**config.mk**
```make
export PLATFORM = sky130hd
export DESIGN_NAME = gameTop
export DESIGN_NICKNAME = d
export VERILOG_FILES = /design/src/common/fieldGeomPkg.sv /design/src/common/gameTypesPkg.sv /design/src/hdl/gameTop.sv /design/src/hdl/gameControl.sv /design/src/arena/hitJudge.sv /design/src/arena/projectileFlight.sv /design/src/arena/targetMotion.sv /design/src/hdl/buttonPanel.sv /design/src/hdl/tickGen.sv
export SDC_FILE = /design/constraint.sdc
export NUM_CORES = 1
export LEC_CHECK = 0
export BUFFER_PORTS_ARGS = -buffer_cell sky130_fd_sc_hd__buf_2
export CAP_MARGIN = 15
export CORE_ASPECT_RATIO = 1.5
export CORE_MARGIN = 5
export CORE_UTILIZATION = 60
export DETAILED_ROUTE_END_ITERATION = 7
export PLACE_DENSITY = 0.9
export SYNTH_ARGS = -nofsm -noshare
export SYNTH_HDL_FRONTEND = slang
export SYNTH_SLANG_ARGS = --single-unit
```
**constraint.sdc**
```tcl
create_clock -name FPGA_CLK -period 3.3 [get_ports FPGA_CLK]
set_input_delay 0.495 -clock FPGA_CLK [delete_from_list [all_inputs] [get_ports FPGA_CLK]]
set_output_delay 0.495 -clock FPGA_CLK [all_outputs]
set_load 0.03 [all_outputs]
```
**src/common/fieldGeomPkg.sv**
```systemverilog
package fieldGeomPkg;

    // Columns
    localparam logic [4:0] WALL_COL = 5'd6;
    localparam logic [4:0] OUT_COL = 5'd16;
    localparam logic [4:0] PARK_COL = 5'd17;
    localparam logic [4:0] DOG_MIN = 5'd7;
    localparam logic [4:0] DOG_MAX = 5'd14;

    // Rows
    localparam logic [3:0] START_ROW = 4'd6;
    localparam logic [3:0] GROUND_ROW = 4'd7;
    localparam logic [2:0] WALL_LOW = 3'd5;

    // Game rules
    localparam logic [3:0] MAX_POWER = 4'd4;
    localparam logic [3:0] START_CHANCE = 4'd5;
    localparam logic [3:0] START_LIFE = 4'd9;
    localparam logic [3:0] BOMB_DAMAGE = 4'd4;
    localparam logic [3:0] BONE_DAMAGE = 4'd2;

endpackage

```
**src/common/gameTypesPkg.sv**
```systemverilog
package gameTypesPkg;

    typedef enum logic [1:0] {
        MOVE,
        THROW,
        SUCCESS,
        FAIL
    } gameState_e;

    typedef enum logic [1:0] {
        NO_EVENT,
        HIT,
        MISS
    } hitResult_e;

    // Column and row on the 16 by 8 grid, row 7 is the ground
    typedef struct packed {
        logic [4:0] x;
        logic [3:0] y;
    } gridPos_t;

    typedef struct packed {
        gridPos_t   pos;
        logic [4:0] prevX;
    } flight_t;

    typedef struct packed {
        gameState_e state;
        logic [3:0] chance;
        logic [3:0] life;
    } score_t;

endpackage
```
**src/hdl/gameTop.sv**
```systemverilog
`timescale 1ns/10ps

module gameTop #(
    parameter int STATE_DIV = 25_000_000,
    parameter int BTN_DIV = 2_000_000
) (
    input  logic                     FPGA_CLK,
    input  logic                     RESET,
    input  logic                     powerUp,
    input  logic                     powerDown,
    input  logic                     throwBtn,
    input  logic                     gameLevel,
    input  logic                     wind,
    input  logic                     weapon,
    output gameTypesPkg::score_t     score,
    output logic [3:0]               power,
    output gameTypesPkg::hitResult_e hitResult,
    output gameTypesPkg::flight_t    flight,
    output gameTypesPkg::gridPos_t   dogPos,
    output logic [2:0]               wallHigh
);
    logic btnTick;
    logic stateTick;
    logic moveTick;
    logic throwPulse;

    tickGen #(
        .STATE_DIV(STATE_DIV),
        .BTN_DIV(BTN_DIV)
    ) ticks (
        .FPGA_CLK(FPGA_CLK),
        .RESET(RESET),
        .btnTick(btnTick),
        .stateTick(stateTick),
        .moveTick(moveTick)
    );

    buttonPanel buttons (
        .FPGA_CLK(FPGA_CLK),
        .RESET(RESET),
        .btnTick(btnTick),
        .powerUp(powerUp),
        .powerDown(powerDown),
        .throwBtn(throwBtn),
        .power(power),
        .throwPulse(throwPulse)
    );

    targetMotion target (
        .FPGA_CLK(FPGA_CLK),
        .RESET(RESET),
        .moveTick(moveTick),
        .gameLevel(gameLevel),
        .state(score.state),
        .dogPos(dogPos),
        .wallHigh(wallHigh)
    );

    projectileFlight projectile (
        .FPGA_CLK(FPGA_CLK),
        .RESET(RESET),
        .moveTick(moveTick),
        .state(score.state),
        .power(power),
        .wind(wind),
        .flight(flight)
    );

    hitJudge judge (
        .state(score.state),
        .flight(flight),
        .dogPos(dogPos),
        .wallHigh(wallHigh),
        .hitResult(hitResult)
    );

    gameControl control (
        .FPGA_CLK(FPGA_CLK),
        .RESET(RESET),
        .stateTick(stateTick),
        .throwPulse(throwPulse),
        .hitResult(hitResult),
        .weapon(weapon),
        .score(score)
    );

endmodule

```
**src/hdl/gameControl.sv**
```systemverilog
`timescale 1ns/10ps

module gameControl (
    input  logic                     FPGA_CLK,
    input  logic                     RESET,
    input  logic                     stateTick,
    input  logic                     throwPulse,
    input  gameTypesPkg::hitResult_e hitResult,
    input  logic                     weapon,
    output gameTypesPkg::score_t     score
);
    import gameTypesPkg::*;
    import fieldGeomPkg::*;

    logic       throwReq;
    logic       startThrow;
    logic [3:0] damage;

    assign damage = weapon ? BOMB_DAMAGE : BONE_DAMAGE;
    assign startThrow = stateTick && (score.state == MOVE) && throwReq;

    // Holds a throw press until the next state tick
    always_ff @(posedge FPGA_CLK or negedge RESET) begin
        if (!RESET) begin
            throwReq <= 1'b0;
        end else if (startThrow) begin
            throwReq <= 1'b0;
        end else if (throwPulse && score.state == MOVE) begin
            throwReq <= 1'b1;
        end
    end

    always_ff @(posedge FPGA_CLK or negedge RESET) begin
        if (!RESET) begin
            score.state <= MOVE;
            score.chance <= START_CHANCE;
            score.life <= START_LIFE;
        end else if (stateTick) begin
            case (score.state)
                MOVE: begin
                    if (throwReq) begin
                        score.state <= THROW;
                        score.chance <= score.chance - 4'd1;
                    end
                end
                THROW: begin
                    if (hitResult == HIT) begin
                        if (score.life <= damage) begin
                            score.state <= SUCCESS;
                            score.life <= 4'd0;
                        end else begin
                            score.life <= score.life - damage;
                            score.state <= (score.chance == 4'd0) ? FAIL : MOVE;
                        end
                    end else if (hitResult == MISS) begin
                        score.state <= (score.chance == 4'd0) ? FAIL : MOVE;
                    end
                end
                // Game over, hold
                default: score <= score;
            endcase
        end
    end

    lifeNeverRises: assert property (@(posedge FPGA_CLK) disable iff (!RESET)
        score.life <= $past(score.life));

endmodule

```
**src/arena/hitJudge.sv**
```systemverilog
`timescale 1ns/10ps

module hitJudge (
    input  gameTypesPkg::gameState_e state,
    input  gameTypesPkg::flight_t    flight,
    input  gameTypesPkg::gridPos_t   dogPos,
    input  logic [2:0]               wallHigh,
    output gameTypesPkg::hitResult_e hitResult
);
    import gameTypesPkg::*;
    import fieldGeomPkg::*;

    logic offField;
    logic hitWall;
    logic onDog;

    assign offField = (flight.pos.x >= OUT_COL) && (flight.pos.y != GROUND_ROW);
    // Crossed the wall column in the last step below its top
    assign hitWall = (flight.prevX < WALL_COL) && (flight.pos.x >= WALL_COL)
                     && (flight.pos.y >= {1'b0, wallHigh});
    // The dog covers a 2 by 2 block
    assign onDog = (flight.pos.x == dogPos.x || flight.pos.x == dogPos.x + 5'd1)
                   && (flight.pos.y == dogPos.y || flight.pos.y == dogPos.y + 4'd1);

    always_comb begin
        hitResult = NO_EVENT;
        if (state == THROW) begin
            if (offField || hitWall) begin
                hitResult = MISS;
            end else if (onDog) begin
                hitResult = HIT;
            end else if (flight.pos.y == GROUND_ROW) begin
                hitResult = MISS;
            end
        end
    end

endmodule

```
**src/arena/projectileFlight.sv**
```systemverilog
`timescale 1ns/10ps

module projectileFlight (
    input  logic                     FPGA_CLK,
    input  logic                     RESET,
    input  logic                     moveTick,
    input  gameTypesPkg::gameState_e state,
    input  logic [3:0]               power,
    input  logic                     wind,
    output gameTypesPkg::flight_t    flight
);
    import gameTypesPkg::*;
    import fieldGeomPkg::*;

    logic [4:0] speed;

    assign speed = 5'd1 + {1'b0, power} + {4'd0, wind};

    always_ff @(posedge FPGA_CLK or negedge RESET) begin
        if (!RESET) begin
            flight.pos.x <= 5'd0;
            flight.pos.y <= START_ROW;
            flight.prevX <= 5'd0;
        end else begin
            case (state)
                MOVE: begin
                    flight.pos.x <= 5'd0;
                    flight.pos.y <= START_ROW;
                    flight.prevX <= 5'd0;
                end
                THROW: begin
                    if (moveTick) begin
                        flight.prevX <= flight.pos.x;
                        if (flight.pos.x < WALL_COL) begin
                            // Rising toward the wall
                            flight.pos.x <= flight.pos.x + speed;
                            flight.pos.y <= flight.pos.y - 4'd1;
                        end else if (flight.pos.x >= OUT_COL) begin
                            flight.pos.x <= 5'd0;
                            flight.pos.y <= START_ROW;
                        end else begin
                            flight.pos.x <= flight.pos.x + speed;
                            flight.pos.y <= flight.pos.y + 4'd1;
                        end
                    end
                end
                default: begin
                    flight.pos.x <= PARK_COL;
                    flight.pos.y <= START_ROW;
                    flight.prevX <= PARK_COL;
                end
            endcase
        end
    end

    // Fastest step from the last field column
    flightInBounds: assert property (@(posedge FPGA_CLK) disable iff (!RESET)
        flight.pos.x <= 5'd21);

endmodule

```
**src/arena/targetMotion.sv**
```systemverilog
`timescale 1ns/10ps

module targetMotion (
    input  logic                     FPGA_CLK,
    input  logic                     RESET,
    input  logic                     moveTick,
    input  logic                     gameLevel,
    input  gameTypesPkg::gameState_e state,
    output gameTypesPkg::gridPos_t   dogPos,
    output logic [2:0]               wallHigh
);
    import gameTypesPkg::*;
    import fieldGeomPkg::*;

    logic dogLeft;
    logic wallUp;
    logic active;

    assign active = moveTick && (state == MOVE || state == THROW);

    // Dog paces between its two turning columns
    always_ff @(posedge FPGA_CLK or negedge RESET) begin
        if (!RESET) begin
            dogPos.x <= DOG_MAX;
            dogPos.y <= START_ROW;
            dogLeft <= 1'b1;
        end else if (active) begin
            dogPos.y <= START_ROW;
            if (dogLeft) begin
                if (dogPos.x == DOG_MIN) begin
                    dogPos.x <= DOG_MIN + 5'd1;
                    dogLeft <= 1'b0;
                end else begin
                    dogPos.x <= dogPos.x - 5'd1;
                end
            end else if (dogPos.x == DOG_MAX) begin
                dogPos.x <= DOG_MAX - 5'd1;
                dogLeft <= 1'b1;
            end else begin
                dogPos.x <= dogPos.x + 5'd1;
            end
        end
    end

    // Wall top row; a smaller value means a taller wall
    always_ff @(posedge FPGA_CLK or negedge RESET) begin
        if (!RESET) begin
            wallHigh <= WALL_LOW;
            wallUp <= 1'b1;
        end else if (!gameLevel) begin
            wallHigh <= WALL_LOW;
            wallUp <= 1'b1;
        end else if (active) begin
            if (wallUp) begin
                if (wallHigh == 3'd0) begin
                    wallHigh <= 3'd1;
                    wallUp <= 1'b0;
                end else begin
                    wallHigh <= wallHigh - 3'd1;
                end
            end else if (wallHigh == WALL_LOW) begin
                wallHigh <= WALL_LOW - 3'd1;
                wallUp <= 1'b1;
            end else begin
                wallHigh <= wallHigh + 3'd1;
            end
        end
    end

    dogInRange: assert property (@(posedge FPGA_CLK) disable iff (!RESET)
        dogPos.x >= DOG_MIN && dogPos.x <= DOG_MAX);

endmodule

```
**src/hdl/buttonPanel.sv**
```systemverilog
`timescale 1ns/10ps

module buttonPanel (
    input  logic       FPGA_CLK,
    input  logic       RESET,
    input  logic       btnTick,
    input  logic       powerUp,
    input  logic       powerDown,
    input  logic       throwBtn,
    output logic [3:0] power,
    output logic       throwPulse
);
    import fieldGeomPkg::*;

    // Index 0 is up, 1 is down, 2 is throw; bit 2 of each shift is the oldest sample
    logic [2:0][2:0] shift;
    logic [2:0]      rawBtn;
    logic [2:0]      press;

    assign rawBtn = {throwBtn, powerDown, powerUp};

    always_ff @(posedge FPGA_CLK or negedge RESET) begin
        if (!RESET) begin
            shift <= '0;
        end else if (btnTick) begin
            for (int i = 0; i < 3; i++) begin
                shift[i] <= {shift[i][1:0], rawBtn[i]};
            end
        end
    end

    // Released once, then held for two samples
    always_comb begin
        for (int i = 0; i < 3; i++) begin
            press[i] = btnTick & (shift[i] == 3'b011);
        end
    end

    assign throwPulse = press[2];

    always_ff @(posedge FPGA_CLK or negedge RESET) begin
        if (!RESET) begin
            power <= 4'd0;
        end else if (press[0] && power < MAX_POWER) begin
            power <= power + 4'd1;
        end else if (press[1] && power != 4'd0) begin
            power <= power - 4'd1;
        end
    end

    powerClamped: assert property (@(posedge FPGA_CLK) disable iff (!RESET)
        power <= MAX_POWER);

endmodule

```
**src/hdl/tickGen.sv**
```systemverilog
`timescale 1ns/10ps

module tickGen #(
    parameter int STATE_DIV = 25_000_000,
    parameter int BTN_DIV = 2_000_000
) (
    input  logic FPGA_CLK,
    input  logic RESET,
    output logic btnTick,
    output logic stateTick,
    output logic moveTick
);
    localparam int STATE_W = $clog2(STATE_DIV);
    localparam int BTN_W = $clog2(BTN_DIV);
    localparam logic [STATE_W-1:0] STATE_LAST = STATE_W'(STATE_DIV - 1);
    localparam logic [BTN_W-1:0] BTN_LAST = BTN_W'(BTN_DIV - 1);

    logic [STATE_W-1:0] stateCnt;
    logic [BTN_W-1:0]   btnCnt;
    logic               moveToggle;

    assign stateTick = (stateCnt == STATE_LAST);
    assign btnTick = (btnCnt == BTN_LAST);
    // Every second state tick also moves things
    assign moveTick = stateTick & moveToggle;

    always_ff @(posedge FPGA_CLK or negedge RESET) begin
        if (!RESET) begin
            stateCnt <= '0;
            btnCnt <= '0;
            moveToggle <= 1'b0;
        end else begin
            stateCnt <= stateTick ? '0 : stateCnt + 1'b1;
            btnCnt <= btnTick ? '0 : btnCnt + 1'b1;
            if (stateTick) begin
                moveToggle <= ~moveToggle;
            end
        end
    end

endmodule

```
# Word level (Yosys, flattened, before mapping)
# Cells that the tools add are included.
# classes
bitwise_logic,5
n_eq_ne,20
n_mux,38
n_reduce_logical,24
add_sub_neg,15
magnitude_cmp,7
# op_table
cell,count
$pmux W14 S2,1
$add A25 B1 Y25 const B,1
$eq A25 B25 Y1 const B,1
$mux W25,1
$add A21 B1 Y21 const B,1
$eq A21 B21 Y1 const B,1
$mux W21,1
$mux W3,6
$mux W9,2
$mux W2,8
$mux W5,3
$mux W14,1
$mux W4,3
$sub A4 B1 Y4 const B,3
$eq A5 B5 Y1,2
$logic_and A1 B1 Y1,10
$lt A5 B3 Y1 const B,2
$mux W1,10
$eq A3 B2 Y1 const B,3
$add A4 B1 Y4 const B,2
$eq A4 B3 Y1 const B,2
$mux W6,1
$reduce_and A3 Y1,2
$reduce_bool A2 Y1,3
other kinds (31),39
# totals
out_inout_bits,42
word_cells,127
register_bits,95
inputBits,8

# Logic depth before layout (Yosys ltp)
# Gate-level depths: netlist of run 1.
# logic_depth
word_depth,11
ltp_mapped,11
mapped_depth_nobuf,11

# Modules after synthesis
# From an unflattened synthesis of run 1, not the netlist that was laid out.
# hier_totals
hier_cells,544
area_unflattened_um2,5551.6
# by_module_without_submodules
mod,n_inst,seq_area_each_um2,cells_each,area_each_um2
tickGen,1,1176.1,217,2298.5
projectileFlight,1,352.8,91,929.6
targetMotion,1,259.0,85,749.5
gameControl,1,280.3,58,614.3
buttonPanel,1,325.3,46,603.1
hitJudge,1,0.0,47,356.6

# Worst setup path before layout of run 1
# OpenSTA, ideal clock, no wires.
# synth_timing
kind,reg2out
from,"register, netlist name target.dogPos[6]"
to,output hitResult[0]
required_time_ps,2805
path_buffers,1
path_stages_with_launch,7
setup_slack_ps,525
arrival_time_ps,2280
path_cell_list,dfstp_2 -> clkbuf_1 -> nand3_1 -> xnor2_1 -> nor4_1 -> o21ai_0 -> nor2_1
# synth_via
elab_chain_cells,7
elab_cells_between_ends,8
cone_classes,1 x add/sub; 2 x eq/ne; 3 x mux; 2 x reduce/logical
# synth_rtl
item,line_no,text
$add A5 B1 Y5,hitJudge.sv:22,assign onDog = (flight.pos.x == dogPos.x || flight.pos.x == dogPos.x + 5'd1)
$eq A5 B5 Y1,hitJudge.sv:22,
$logic_or A1 B1 Y1 *,hitJudge.sv:22,
$logic_and A1 B1 Y1 *,hitJudge.sv:23,&& (flight.pos.y == dogPos.y || flight.pos.y == dogPos.y + 4'd1);
$mux W2 *,hitJudge.sv:30,end else if (onDog) begin
$mux W2 *,hitJudge.sv:28,if (offField || hitWall) begin
$mux W2 *,hitJudge.sv:27,if (state == THROW) begin
to (decl),gameTop.sv:17,"output gameTypesPkg::hitResult_e hitResult,"
# Every way passes the cells marked *; elsewhere a longest branch is shown, timed or not.

# Worst setup path in the final report of run 1
# layout_timing
from,"register, netlist name target.dogPos[5]"
to,output hitResult[0]
# layout_via
elab_chain_cells,7
elab_cells_between_ends,8
cone_classes,1 x add/sub; 2 x eq/ne; 3 x mux; 2 x reduce/logical
# layout_rtl
item,line_no
$add A5 B1 Y5,hitJudge.sv:22
$eq A5 B5 Y1,hitJudge.sv:22
$logic_or A1 B1 Y1 *,hitJudge.sv:22
$logic_and A1 B1 Y1 *,hitJudge.sv:23
$mux W2 *,hitJudge.sv:30
$mux W2 *,hitJudge.sv:28
$mux W2 *,hitJudge.sv:27
# Marks and branches as above.

==> run metrics, run 1 <==
TNS Setup 0 ns; final wirelength between 10000 and 15000 um; Core Rows 42; maximum VDD drop 0.324 mV; RSZ-0062 raised after global routing no; GP Congestion between 0.8 and 0.9; first-pass GRT wire length just under 20000 um; worst min-delay path class input pin to asynchronous set/reset pin; Yosys cell types a little over 60; Die X 86.9 um; post-route ant nets 0; reg2reg setup slack 0.54 ns; PortBufs 45; Root Driver clkbuf_16; commonest non-fill, non-tap cells in the layout dfrtp_1 (82), nor2_1 (52), nand2_1 (47); gr usage total 22.2%; clock slew at reported path FFs 0.06 ns; Setup crit end kind output pin; Post-synth EDFFs 0; Layout Cells excl Fill around 700; fin crit period roughly 3.1 ns; Initial Util about 61%; Final Hold Fails 0; DR pass1 iterations 5; number of max-cap violations 0; CP peak stage delay slightly above 0.6 ns; WP buf/inv 1; Cell Chain, Critical Path ha_1 -> nand3_1 -> xnor2_1 -> nor4_2 -> o21ai_0 -> nor2_1 -> buf_2; vias post-DR around 4200; part of the Yosys area used for sequential elements between 40 and 50%; Iter 0 DRT Violations 279; vias in the first global route approximately 4200; Clock Latency Late Sink 0.34 ns; vias per cell around 6; family with the most delay on the worst path simple AND/OR/NAND/NOR gates; Pwr Density around 380 nW/um^2; status complete, no violations; core area approximately 8800 sq um; Avg Cell Area, Syn between 9 and 10 sq um; TritonCTS Buffers 9; Setup violations, final 0; # diodes 0; ratio of cells with drive above 1 in the final layout about 17%; Layout area overhead 11.6%; drt drc 0; fin area 5950 sq um; CTS Buffer Depth 2; Place WS approximately 0.43 ns; largest net degree at the start of global routing 67; Critical Path RT 2.80 ns; die area about 11000 sq um; CTS tree built; ys async rst share 100%; Leak Pwr 2.87 nW; clock sink count 95; Final WS setup between 0.15 and 0.2 ns; Placed Cells 685; Final nets ~620; WL/cell ~16 um; area post-placement between 5000 and 6000 sq um; number of synthesized register bits 95; CTS Hold Bufs 0; CP startpoint kind register; ys flop type dfrtp_1; most common cell after layout, fill and taps aside dfrtp_1; Mapped Area about 5300 sq um; worst-margin pin slew roughly 0.8 ns; skew final 0.00581 ns; Slew Limit Fails 0; Max Freq about 320 MHz; Syn Inst Count roughly 540; Die H ~130 um; Final HPWL DP 8270 um; fin crit share a little over nine tenths; Arrival @ worst endpoint around 2.6 ns; Max FO, Critical Path 8; H-tree levels 3; worst hold slack around 0.22 ns; Synth warnings 0; grt ovf 0; Crit-path slowest cell dfstp_2; Slew HR between 40% and 50%; critical path class register to output pin; I/O Pins 50; initial antenna violation count 0; Setup Fix Bufs, Post-CTS 0
-- state kept, by name, indices dropped and copies added, names as in the netlist --
name	cells
buttons.power	4
buttons.shift	9
control.score	10
control.throwReq	1
projectile.flight	14
target.dogLeft	1
target.dogPos	5
target.wallHigh	3
target.wallUp	1
ticks.btnCnt	21
ticks.moveToggle	1
ticks.stateCnt	25
-- per-stage QoR --
step	power [mW]	utilization, %
6_report	2.26	67.8
3_5_place_dp	1.25	64.3
2_1_floorplan	1.21	-
4_1_cts	2.28	67.7
5_1_grt	2.34	67.8
3_3_place_gp	1.24	64.3
-- cells by family after synthesis --
group,Yosys count,share of synthesized area (%)
AND/OR/NAND/NOR,211,20.6
flip-flops,95,44.9
AO/OA/AOI/OAI,80,9.60
XOR/XNOR,62,10.2
buffers and inverters,46,3.85
adder cells (fa/ha/maj),29,7.23
multiplexers,17,3.48
other,2,0.141
-- cell usage after synthesis, types with 4 or more instances --
library cell	count	share of area [%]
ha_1	26	6.1
mux2_2	12	2.5
dfstp_2	13	6.4
xnor2_1	28	4.6
nor4b_1	5	0.82
a21oi_1	18	1.7
o21a_1	4	0.56
nor4_1	12	1.4
clkbuf_1	9	0.63
inv_1	27	1.9
nor2b_1	6	0.70
nand3_1	26	2.4
nand2_1	47	3.3
o22ai_1	6	0.70
and4_1	5	0.82
buf_4	4	0.56
a21o_1	6	0.85
nand4_1	14	1.6
xor2_1	34	5.6
nor3_1	10	0.94
dfrtp_1	82	39
o21ai_0	21	2.0
or3_1	7	0.82
and3_1	7	0.82
mux2i_1	5	0.94
nor2_1	52	3.7
-- path summary, 6_finish.rpt --
kind / start / endpoint / cells after the start
setup / recovery: target.dogPos[5] / hitResult[0] / 7
hold / removal: RESET / target.dogPos[4] / 1
max in group asynchronous: RESET / ticks.btnCnt[3] / 2
hold reg to reg: ticks.stateCnt[4] / ticks.stateCnt[4] / 1
min in group FPGA_CLK: gameLevel / target.wallHigh[2] / 2
setup reg to reg: ticks.stateCnt[0] / target.wallHigh[1] / 7
-- worst reg2reg max path: cells and delay by family (launching register included) --
family | cells | cell delay [ns]
compound gates | 2 | 0.35
flops | 1 | 0.39
fa+ha+maj | 1 | 0.22
simple gates | 4 | 1.71
-- power breakdown --
| group | switching (mW) | internal (mW) |
|---|---|---|
| sequential | 0.00119 | 1.17 |
| clock | 0.429 | 0.608 |
| combinational | 0.0434 | 0.0132 |
| total | 0.474 | 1.79 |
-- metal layers --
metal / wire length [um] / GRT usage, % / up-vias / part of all wire (%)
met4: 451 / 11.3 / 0 / 3.9
met2: 6020 / 38.0 / 136 / 52
met3: 611 / 3.69 / 37 / 5.3
met1: 4470 / 26.1 / 2039 / 39
li1: - / - / 1976 / -
met5: 0 / 0 / - / 0
-- repair_timing --
action / 4_1_cts / 5_1_grt
endpoints found under the setup margin: 0 / 2
endpoints found under the hold margin: 0 / 0
gates resized for setup: 0 / 1
-- cell type report --
cell class                 count  area (sq um)
clock buffer                  11           243
clock inverter                 5          58.8
fill                         667          2830
inverter                      27           101
multi-input combinational    403          2750
sequential                    95          2390
tap                          110           138
timing repair buffer          50           265
(Power assumes the default switching activity.)
==> run 2, diff against run 1 <==
ABC_AREA = 1   (was default)
PLACE_DENSITY = 0.89   (was 0.9)
==> run 2 against run 1 <==
  * Synthesized area is 8.9% higher
  * Critical endpoint unchanged
  * Sequential cell count stayed put
  * Setup slack better by 0.31 ns
  * Global-route usage is 1.4 points higher
==> run metrics, run 2 <==
ratio of cells with drive above 1 in the final layout 11.3% (-5.4 points); Synth Area in Compound Gates 9.27% (-0.33 points); Slew HR 51.7% (+6.2 points); WL/cell 14.5 um (-12%); PortBufs 45 (unchanged); status complete, no violations; CTS tree built; Arrival @ worst endpoint 2.33 ns (-0.31 ns); Yosys cell types 48 (-23%); Top Registers ticks.stateCnt (25), ticks.btnCnt (21), projectile.flight (14); core area 9580 sq um (+9.2%); xor/xnor cell area share of the yosys netlist 4.53% (-5.7 points); Final Hold Fails 0 (unchanged); vias in the first global route 5097 (+21%); I/O Pins 50 (unchanged); GP Congestion 0.970 (+8.4%); Leak Pwr 3.33 nW (+16%); TNS Setup 0 ns (unchanged); clock slew at reported path FFs 0.07 ns (about the same); Largest register FFs 25 (unchanged); Setup violations, final 0 (unchanged); grt ovf 0 (unchanged); mux cell area share after synthesis 0% (-3.5 points); Synth warnings 0 (unchanged); RSZ-0062 raised after global routing no; Die H 130 um (+4.0%); Core Rows 44 (+4.8%); Synth Area in Simple Gates 28.2% (+7.6 points); Synth top cells by count nand2_1 (142), inv_1 (136), nor2_1 (83), dfrtp_1 (82), nand3_1 (49); vias post-DR 5171 (+23%); final wirelength 13400 um (+16%); worst-margin pin slew 0.719 ns (-0.0984 ns); skew final 0.00657 ns (+0.000755 ns); reg2reg setup slack 0.57 ns (+0.03 ns); number of synthesized register bits 95 (unchanged); Synth area leader dfrtp_1; area of the multi-input gates 2840 sq um (+3.1%); Final HPWL DP 10100 um (+23%); Die X 90.3 um (+3.8%); Slew Limit Fails 0 (unchanged); drt drc 0 (unchanged); worst min-delay path class input pin to asynchronous set/reset pin; main combinational cell family by area after synthesis simple AND/OR/NAND/NOR gates; first-pass GRT wire length 22700 um (+17%); CP startpoint kind register; Initial Util 60.6% (-0.15 points); ys async rst share 100% (unchanged); Clock Latency Late Sink 0.34 ns (about the same); commonest non-fill, non-tap cells in the layout nand2_1 (142), inv_1 (136), nor2_1 (83); Setup crit end kind output pin; Pwr Density 364 nW/um^2 (-4.3%); Critical Path RT 2.80 ns (about the same); die area 11800 sq um (+8.0%); Avg Cell Area, Syn 7.64 sq um (-22%); critical path class register to output pin; vias per cell 5.57 (-6.8%); Syn Inst Count 759 (+40%); gr usage total 23.6% (+1.4 points); post-route ant nets 0 (unchanged); Iter 0 DRT Violations 371 (+33%); number of max-cap violations 0 (unchanged); count leader, synth nand2_1; clock sink count 95 (unchanged); Max Freq 353 MHz (+11%); Filler cells 795 (+19%); Root Driver clkbuf_16; post-CTS sizing 0 (unchanged); Post-synth EDFFs 0 (unchanged); H-tree levels 3 (unchanged); Final nets 846 (+36%); part of the Yosys area used for sequential elements 41.3% (-3.7 points); Reg2Reg Depth 10 (+3); largest net degree at the start of global routing 52 (-22%); # diodes 0 (unchanged); Layout area overhead 11.4%; R2R Path Start ticks.btnCnt[12]; fin crit share 85.7% (-9.4 points); initial antenna violation count 0 (unchanged); adder-cell area share of the yosys netlist 6.64% (-0.59 points); Max FO, Critical Path 6 (-2); Synth top area share 35.4% (-3.1 points); Setup Fix Bufs, Post-CTS 0 (unchanged); CTS Hold Bufs 0 (unchanged); ys flop type dfrtp_1; fin crit period 2.83 ns (-0.310 ns); synth top area cells dfrtp_1 (35%), nand2_1 (9.2%), inv_1 (8.8%), dfstp_2 (5.9%), ha_1 (5.6%); Most flops, register ticks.stateCnt; most common cell after layout, fill and taps aside nand2_1; TritonCTS Buffers 9 (unchanged); Mapped Area 5800 sq um (+8.9%); FF-to-FF End buttons.power[3]; DR pass1 iterations 5 (unchanged); maximum VDD drop 0.391 mV (+20%); post-layout util 67.5% (-0.29 points); CTS Buffer Depth 2 (unchanged); Reg area 2390 sq um (unchanged)
[run 2: cell count changes in the layout (fill, tap and decap cells not counted), sizes merged, moves of 6 or more]
cell	change
inv	+110
nand3	+24
xor2	-11
or3	-7
nor3	+17
mux2	-12
nor2b	-6
nand4	+14
nor2	+32
nand2	+99
xnor2	-21
a21oi	+8
and3	-7
o21ai	+31
[run 2: layer usage]
layer	part of all wire, %	global-route usage (%)	vias up
li1	-	-	2555
met1	39	26.2	2390
met2	51	42.5	171
met3	4.9	4.52	55
met4	4.8	13.0	0
met5	0	0	-
[run 2: report_power, final]
| part | switching (mW) | internal, mW | total (mW) |
|---|---|---|---|
| clock network | 0.436 | 0.662 | 1.10 |
| logic | 0.0554 | 0.0204 | 0.0757 |
| registers | 0.00697 | 1.17 | 1.18 |
| total | 0.499 | 1.85 | 2.35 |
[run 2: final cells by class]
class	count	area share [%]
multi-input combinational	518	43.9
sequential	95	37.0
inverter	137	7.95
timing repair buffer	48	4.06
clock buffer	10	3.54
tap	115	2.23
clock inverter	6	1.34
[run 2: worst max path at each step]
stage / to / start / slack, ns
2_1_floorplan: hitResult[0] / target.dogPos[5] / 0.96
3_3_place_gp: buttons.power[3] / ticks.btnCnt[12] / 0.75
3_5_place_dp: buttons.power[3] / ticks.btnCnt[12] / 0.64
4_1_cts: hitResult[0] / target.dogPos[5] / 0.45
5_1_grt: hitResult[0] / target.dogPos[5] / 0.26
6_report: hitResult[0] / target.dogPos[5] / 0.47
[run 2: kinds of logic (layout without fill, tap and decap cells)]
family / after synthesis / after routing
adders and majority gates: 29 / 29
xor gates and xnor gates: 30 / 30
AOI/OAI and AO/OA: 99 / 99
and+or+nand+nor: 356 / 356
DFF: 95 / 95
buffers and inverters: 148 / 201
other: 2 / 4
[run 2: worst max-delay path, stage by stage (launching register included)]
cell     delay, ns
dfstp_2       0.57
inv_1         0.08
ha_1          0.32
inv_1         0.05
nand2_1       0.05
nand2_1       0.05
nor2_1        0.08
nand2_1       0.05
nor2_1        0.09
nand2_1       0.07
nand2_1       0.09
nand3_1       0.15
inv_1         0.12
buf_2         0.20
[run 2: through the flow]
step / instances / hold slack (ns) / cell area, sq um / power (mW) / setup WS [ns]
floorplan: 761 / 0.199 / 5810 / 1.24 / 0.965
global placement: 913 / 0.454 / 6150 / 1.28 / 0.749
detailed placement: 913 / 0.461 / 6150 / 1.28 / 0.641
CTS: 929 / 0.165 / 6460 / 2.37 / 0.448
global route: 929 / 0.187 / 6460 / 2.45 / 0.255
finish: 929 / 0.146 / 6460 / 2.35 / 0.471
==> run 3, diff against run 2 <==
CORE_UTILIZATION = 55   (was 60)
PLACE_DENSITY = 0.83   (was 0.89)
REMOVE_ABC_BUFFERS = 1   (was default)
SYNTH_HIERARCHICAL = 1   (was default)
==> run 3 against run 2 <==
  * Clock power is 4% higher
  * Cell area is 8.9% higher
  * Maximum frequency up 3.5%
  * First-iteration DRC count decreased by 39%
  * Combinational power decreased by 12%
  * Worst hold slack better by 0.062 ns
  * Critical path depth fell by 2
  * Final cell count up 14%
  * Core utilization down 5.8 points
  * Setup slack improved by 0.096 ns
  * Synthesized area increased by 9.3%
  * Clock skew grew 0.0038 ns
  * Critical path type unchanged
==> run metrics, run 3 <==
Net Sw Frac 21.8% (+0.64 points); xor/xnor cell area share of the yosys netlist 4.83% (+0.31 points); Synth warnings 6 (+6); number of max-cap violations 0 (unchanged); TNS Setup 0 ns (unchanged); vias per cell 5.08 (-8.7%); register share of total power 49.2% (-0.9 points); Clock Latency Late Sink 0.35 ns (about the same); Synth area leader dfrtp_1; commonest non-fill, non-tap cells in the layout nand2_1 (227), inv_1 (124), nor2_1 (111); Pwr Density 337 nW/um^2 (-7.3%); main combinational cell family by area after synthesis simple AND/OR/NAND/NOR gates; reg2reg setup slack 0.76 ns (+0.19 ns); ratio of cells with drive above 1 in the final layout 16.8% (+5.5 points); Final HPWL DP 9990 um (-1.5%); Top Registers ticks/stateCnt (25), ticks/btnCnt (21), projectile/flight (14); final wirelength 13300 um (-1.4%); DR pass1 iterations 4 (-1); Setup Fix Bufs, Post-CTS 0 (unchanged); H-tree levels 3 (unchanged); Iter 0 DRT Violations 227 (-39%); Max Freq 366 MHz (+3.5%); Placed Cells 1044 (+14%); Reg2Reg Depth 15 (+5); ys async rst share 100% (unchanged); Root Driver clkbuf_16; Core Rows 48 (+9.1%); CP startpoint kind register; die area 13800 sq um (+17%); initial antenna violation count 0 (unchanged); drt drc 0 (unchanged); TritonCTS Buffers 9 (unchanged); maximum VDD drop 0.266 mV (-32%); Int Pwr 1.86 mW (about the same); Comb pwr share 2.8% (-0.4 points); clock sink count 95 (unchanged); fin crit period 2.73 ns (-0.0963 ns); Avg Cell Area, Syn 7.43 sq um (-2.9%); Layout area overhead 11.0%; Die X 97.7 um (+8.2%); clock slew at reported path FFs 0.07 ns (about the same); part of the Yosys area used for sequential elements 37.7% (-3.5 points); gr usage total 20.0% (-3.6 points); synth top area cells dfrtp_1 (32%), nand2_1 (13%), inv_1 (7.3%), nor2_1 (6.6%), dfstp_2 (5.4%); Slew Limit Fails 0 (unchanged); worst-margin pin slew 0.755 ns (+0.0360 ns); Net Sw Power 0.518 mW (+3.9%); area post-placement 6710 sq um (+9.1%); Clock Power Share 48.0% (+1.3 points); skew final 0.0103 ns (+0.00377 ns); Largest register FFs 25 (unchanged); Leak Pwr 3.67 nW (+10%); Most flops, register ticks/stateCnt; fin area 7040 sq um (+8.9%); Post-synth EDFFs 0 (unchanged); number of synthesized register bits 95 (unchanged); Synth top cells by count nand2_1 (227), inv_1 (124), nor2_1 (111), dfrtp_1 (82), nand3_1 (55); Final Hold Fails 0 (unchanged); post-CTS sizing 0 (unchanged); Arrival @ worst endpoint 2.24 ns (-0.09 ns); GP Congestion 0.865 (-11%); vias in the first global route 5181 (+1.6%); post-layout util 61.7% (-5.8 points); grt ovf 0 (unchanged); count leader, synth nand2_1; Synth top area share 32.4% (-3.0 points); Setup violations, final 0 (unchanged); Setup crit end kind output pin; CTS Buffer Depth 2 (unchanged); Final nets 942 (+11%); critical path class register to output pin; CTS Hold Bufs 0 (unchanged); status complete, no violations; RSZ-0062 raised after global routing no; R2R Path Start ticks/btnCnt[1]; largest net degree at the start of global routing 60 (+15%); Syn Inst Count 854 (+13%); I/O Pins 50 (unchanged); PortBufs 45 (unchanged); mux cell area share after synthesis 0.178% (+0.18 points); Mapped Area 6340 sq um (+9.3%); post-route ant nets 0 (unchanged); ys flop type dfrtp_1; most common cell after layout, fill and taps aside nand2_1; CTS tree built; WL/cell 12.5 um (-14%); # diodes 0 (unchanged); fin crit share 82.8% (-2.9 points); Layout Cells excl Fill 1060 (+14%); Max FO, Critical Path 11 (+5); Synth Area in Simple Gates 36.0% (+7.8 points); Die H 142 um (+8.5%); Yosys cell types 47 (-2.1%); FF-to-FF End buttons/power[3]; adder-cell area share of the yosys netlist 6.08% (-0.56 points); Synth Area in Compound Gates 5.58% (-3.7 points); vias post-DR 5386 (+4.2%); core area 11400 sq um (+19%); first-pass GRT wire length 22900 um (+0.94%); Filler cells 1026 (+29%); power consumption 2.37 mW (+0.88%); Initial Util 55.6% (-5.0 points); Critical Path RT 2.80 ns (about the same); worst min-delay path class input pin to asynchronous set/reset pin; Slew HR 49.7% (-2.0 points)
run 3: cell types whose count changed in the layout (fill, tap and decap cells not counted), moves of 6 or more:
cell     change
nor4_1      -11
nand3_1      +6
o21ai_0     -21
inv_2       +10
nand2_1     +85
nand4_1     -17
nor2_1      +28
nand2_2     +13
nor2_2       +9
nor3_1      -19
nor2_4      +16
inv_1       -12
run 3: worst max-delay path by stage:
stage	end	start
final	hitResult[0]	target/dogPos[5]
after global routing	hitResult[0]	target/dogPos[5]
after CTS	hitResult[0]	target/dogPos[5]
after detailed placement	buttons/power[3]	ticks/btnCnt[1]
after global placement	buttons/power[3]	ticks/btnCnt[0]
after floorplan	control/score[8]	target/dogPos[5]
run 3: logic make-up (layout without fill, tap and decap cells):
logic type	count (synthesis)	count (layout)
AO/OA/AOI/OAI	67	67
XOR/XNOR	35	35
adder cells (fa/ha/maj)	29	29
buffers and inverters	148	202
flip-flops	95	95
multiplexers	1	1
other	2	4
AND/OR/NAND/NOR	477	477
run 3: per-stage QoR:
| step | hold slack, ns | worst slack [ns] |
|---|---|---|
| 6_report | 0.208 | 0.567 |
| 5_1_grt | 0.277 | 0.353 |
| 4_1_cts | 0.240 | 0.539 |
| 3_5_place_dp | 0.459 | 0.767 |
| 3_3_place_gp | 0.449 | 0.849 |
| 2_1_floorplan | 0.199 | 0.434 |
run 3: power by group through the flow:
stage / Sequential (mW) / Combinational [mW] / Clock, mW
finish: 1.17 / 0.0669 / 1.14
global route: 1.17 / 0.0780 / 1.21
CTS: 1.17 / 0.0682 / 1.17
detailed placement: 1.19 / 0.0679 / 0
global placement: 1.19 / 0.0663 / 0
floorplan: 1.19 / 0.0290 / 0
run 3: layout make-up:
class	instances	area (sq um)	area share (%)
Multi-Input combinational cell	613	3350	47.6
Sequential cell	95	2390	34.0
Clock buffer	9	225	3.20
Clock inverter	7	104	1.48
Tap cell	150	188	2.67
Timing Repair Buffer	47	243	3.45
Inverter	139	532	7.56
run 3: layer usage:
metal	share of wire, %	GRT usage [%]	wire length [um]
met3	3.5	3.79	464
met2	53	36.9	7020
met1	41	22.3	5410
met5	0	0	0
met4	2.7	8.75	353
run 3: critical path, cell delays in order (launching register included):
cell	delay, ns
dfstp_2	0.64
ha_1	0.27
nand2_1	0.07
nand2_1	0.06
nor2_2	0.07
nand2_1	0.05
nor2_1	0.08
nand2_1	0.05
nand2_1	0.09
nand2_2	0.07
nor3b_2	0.22
buf_2	0.23
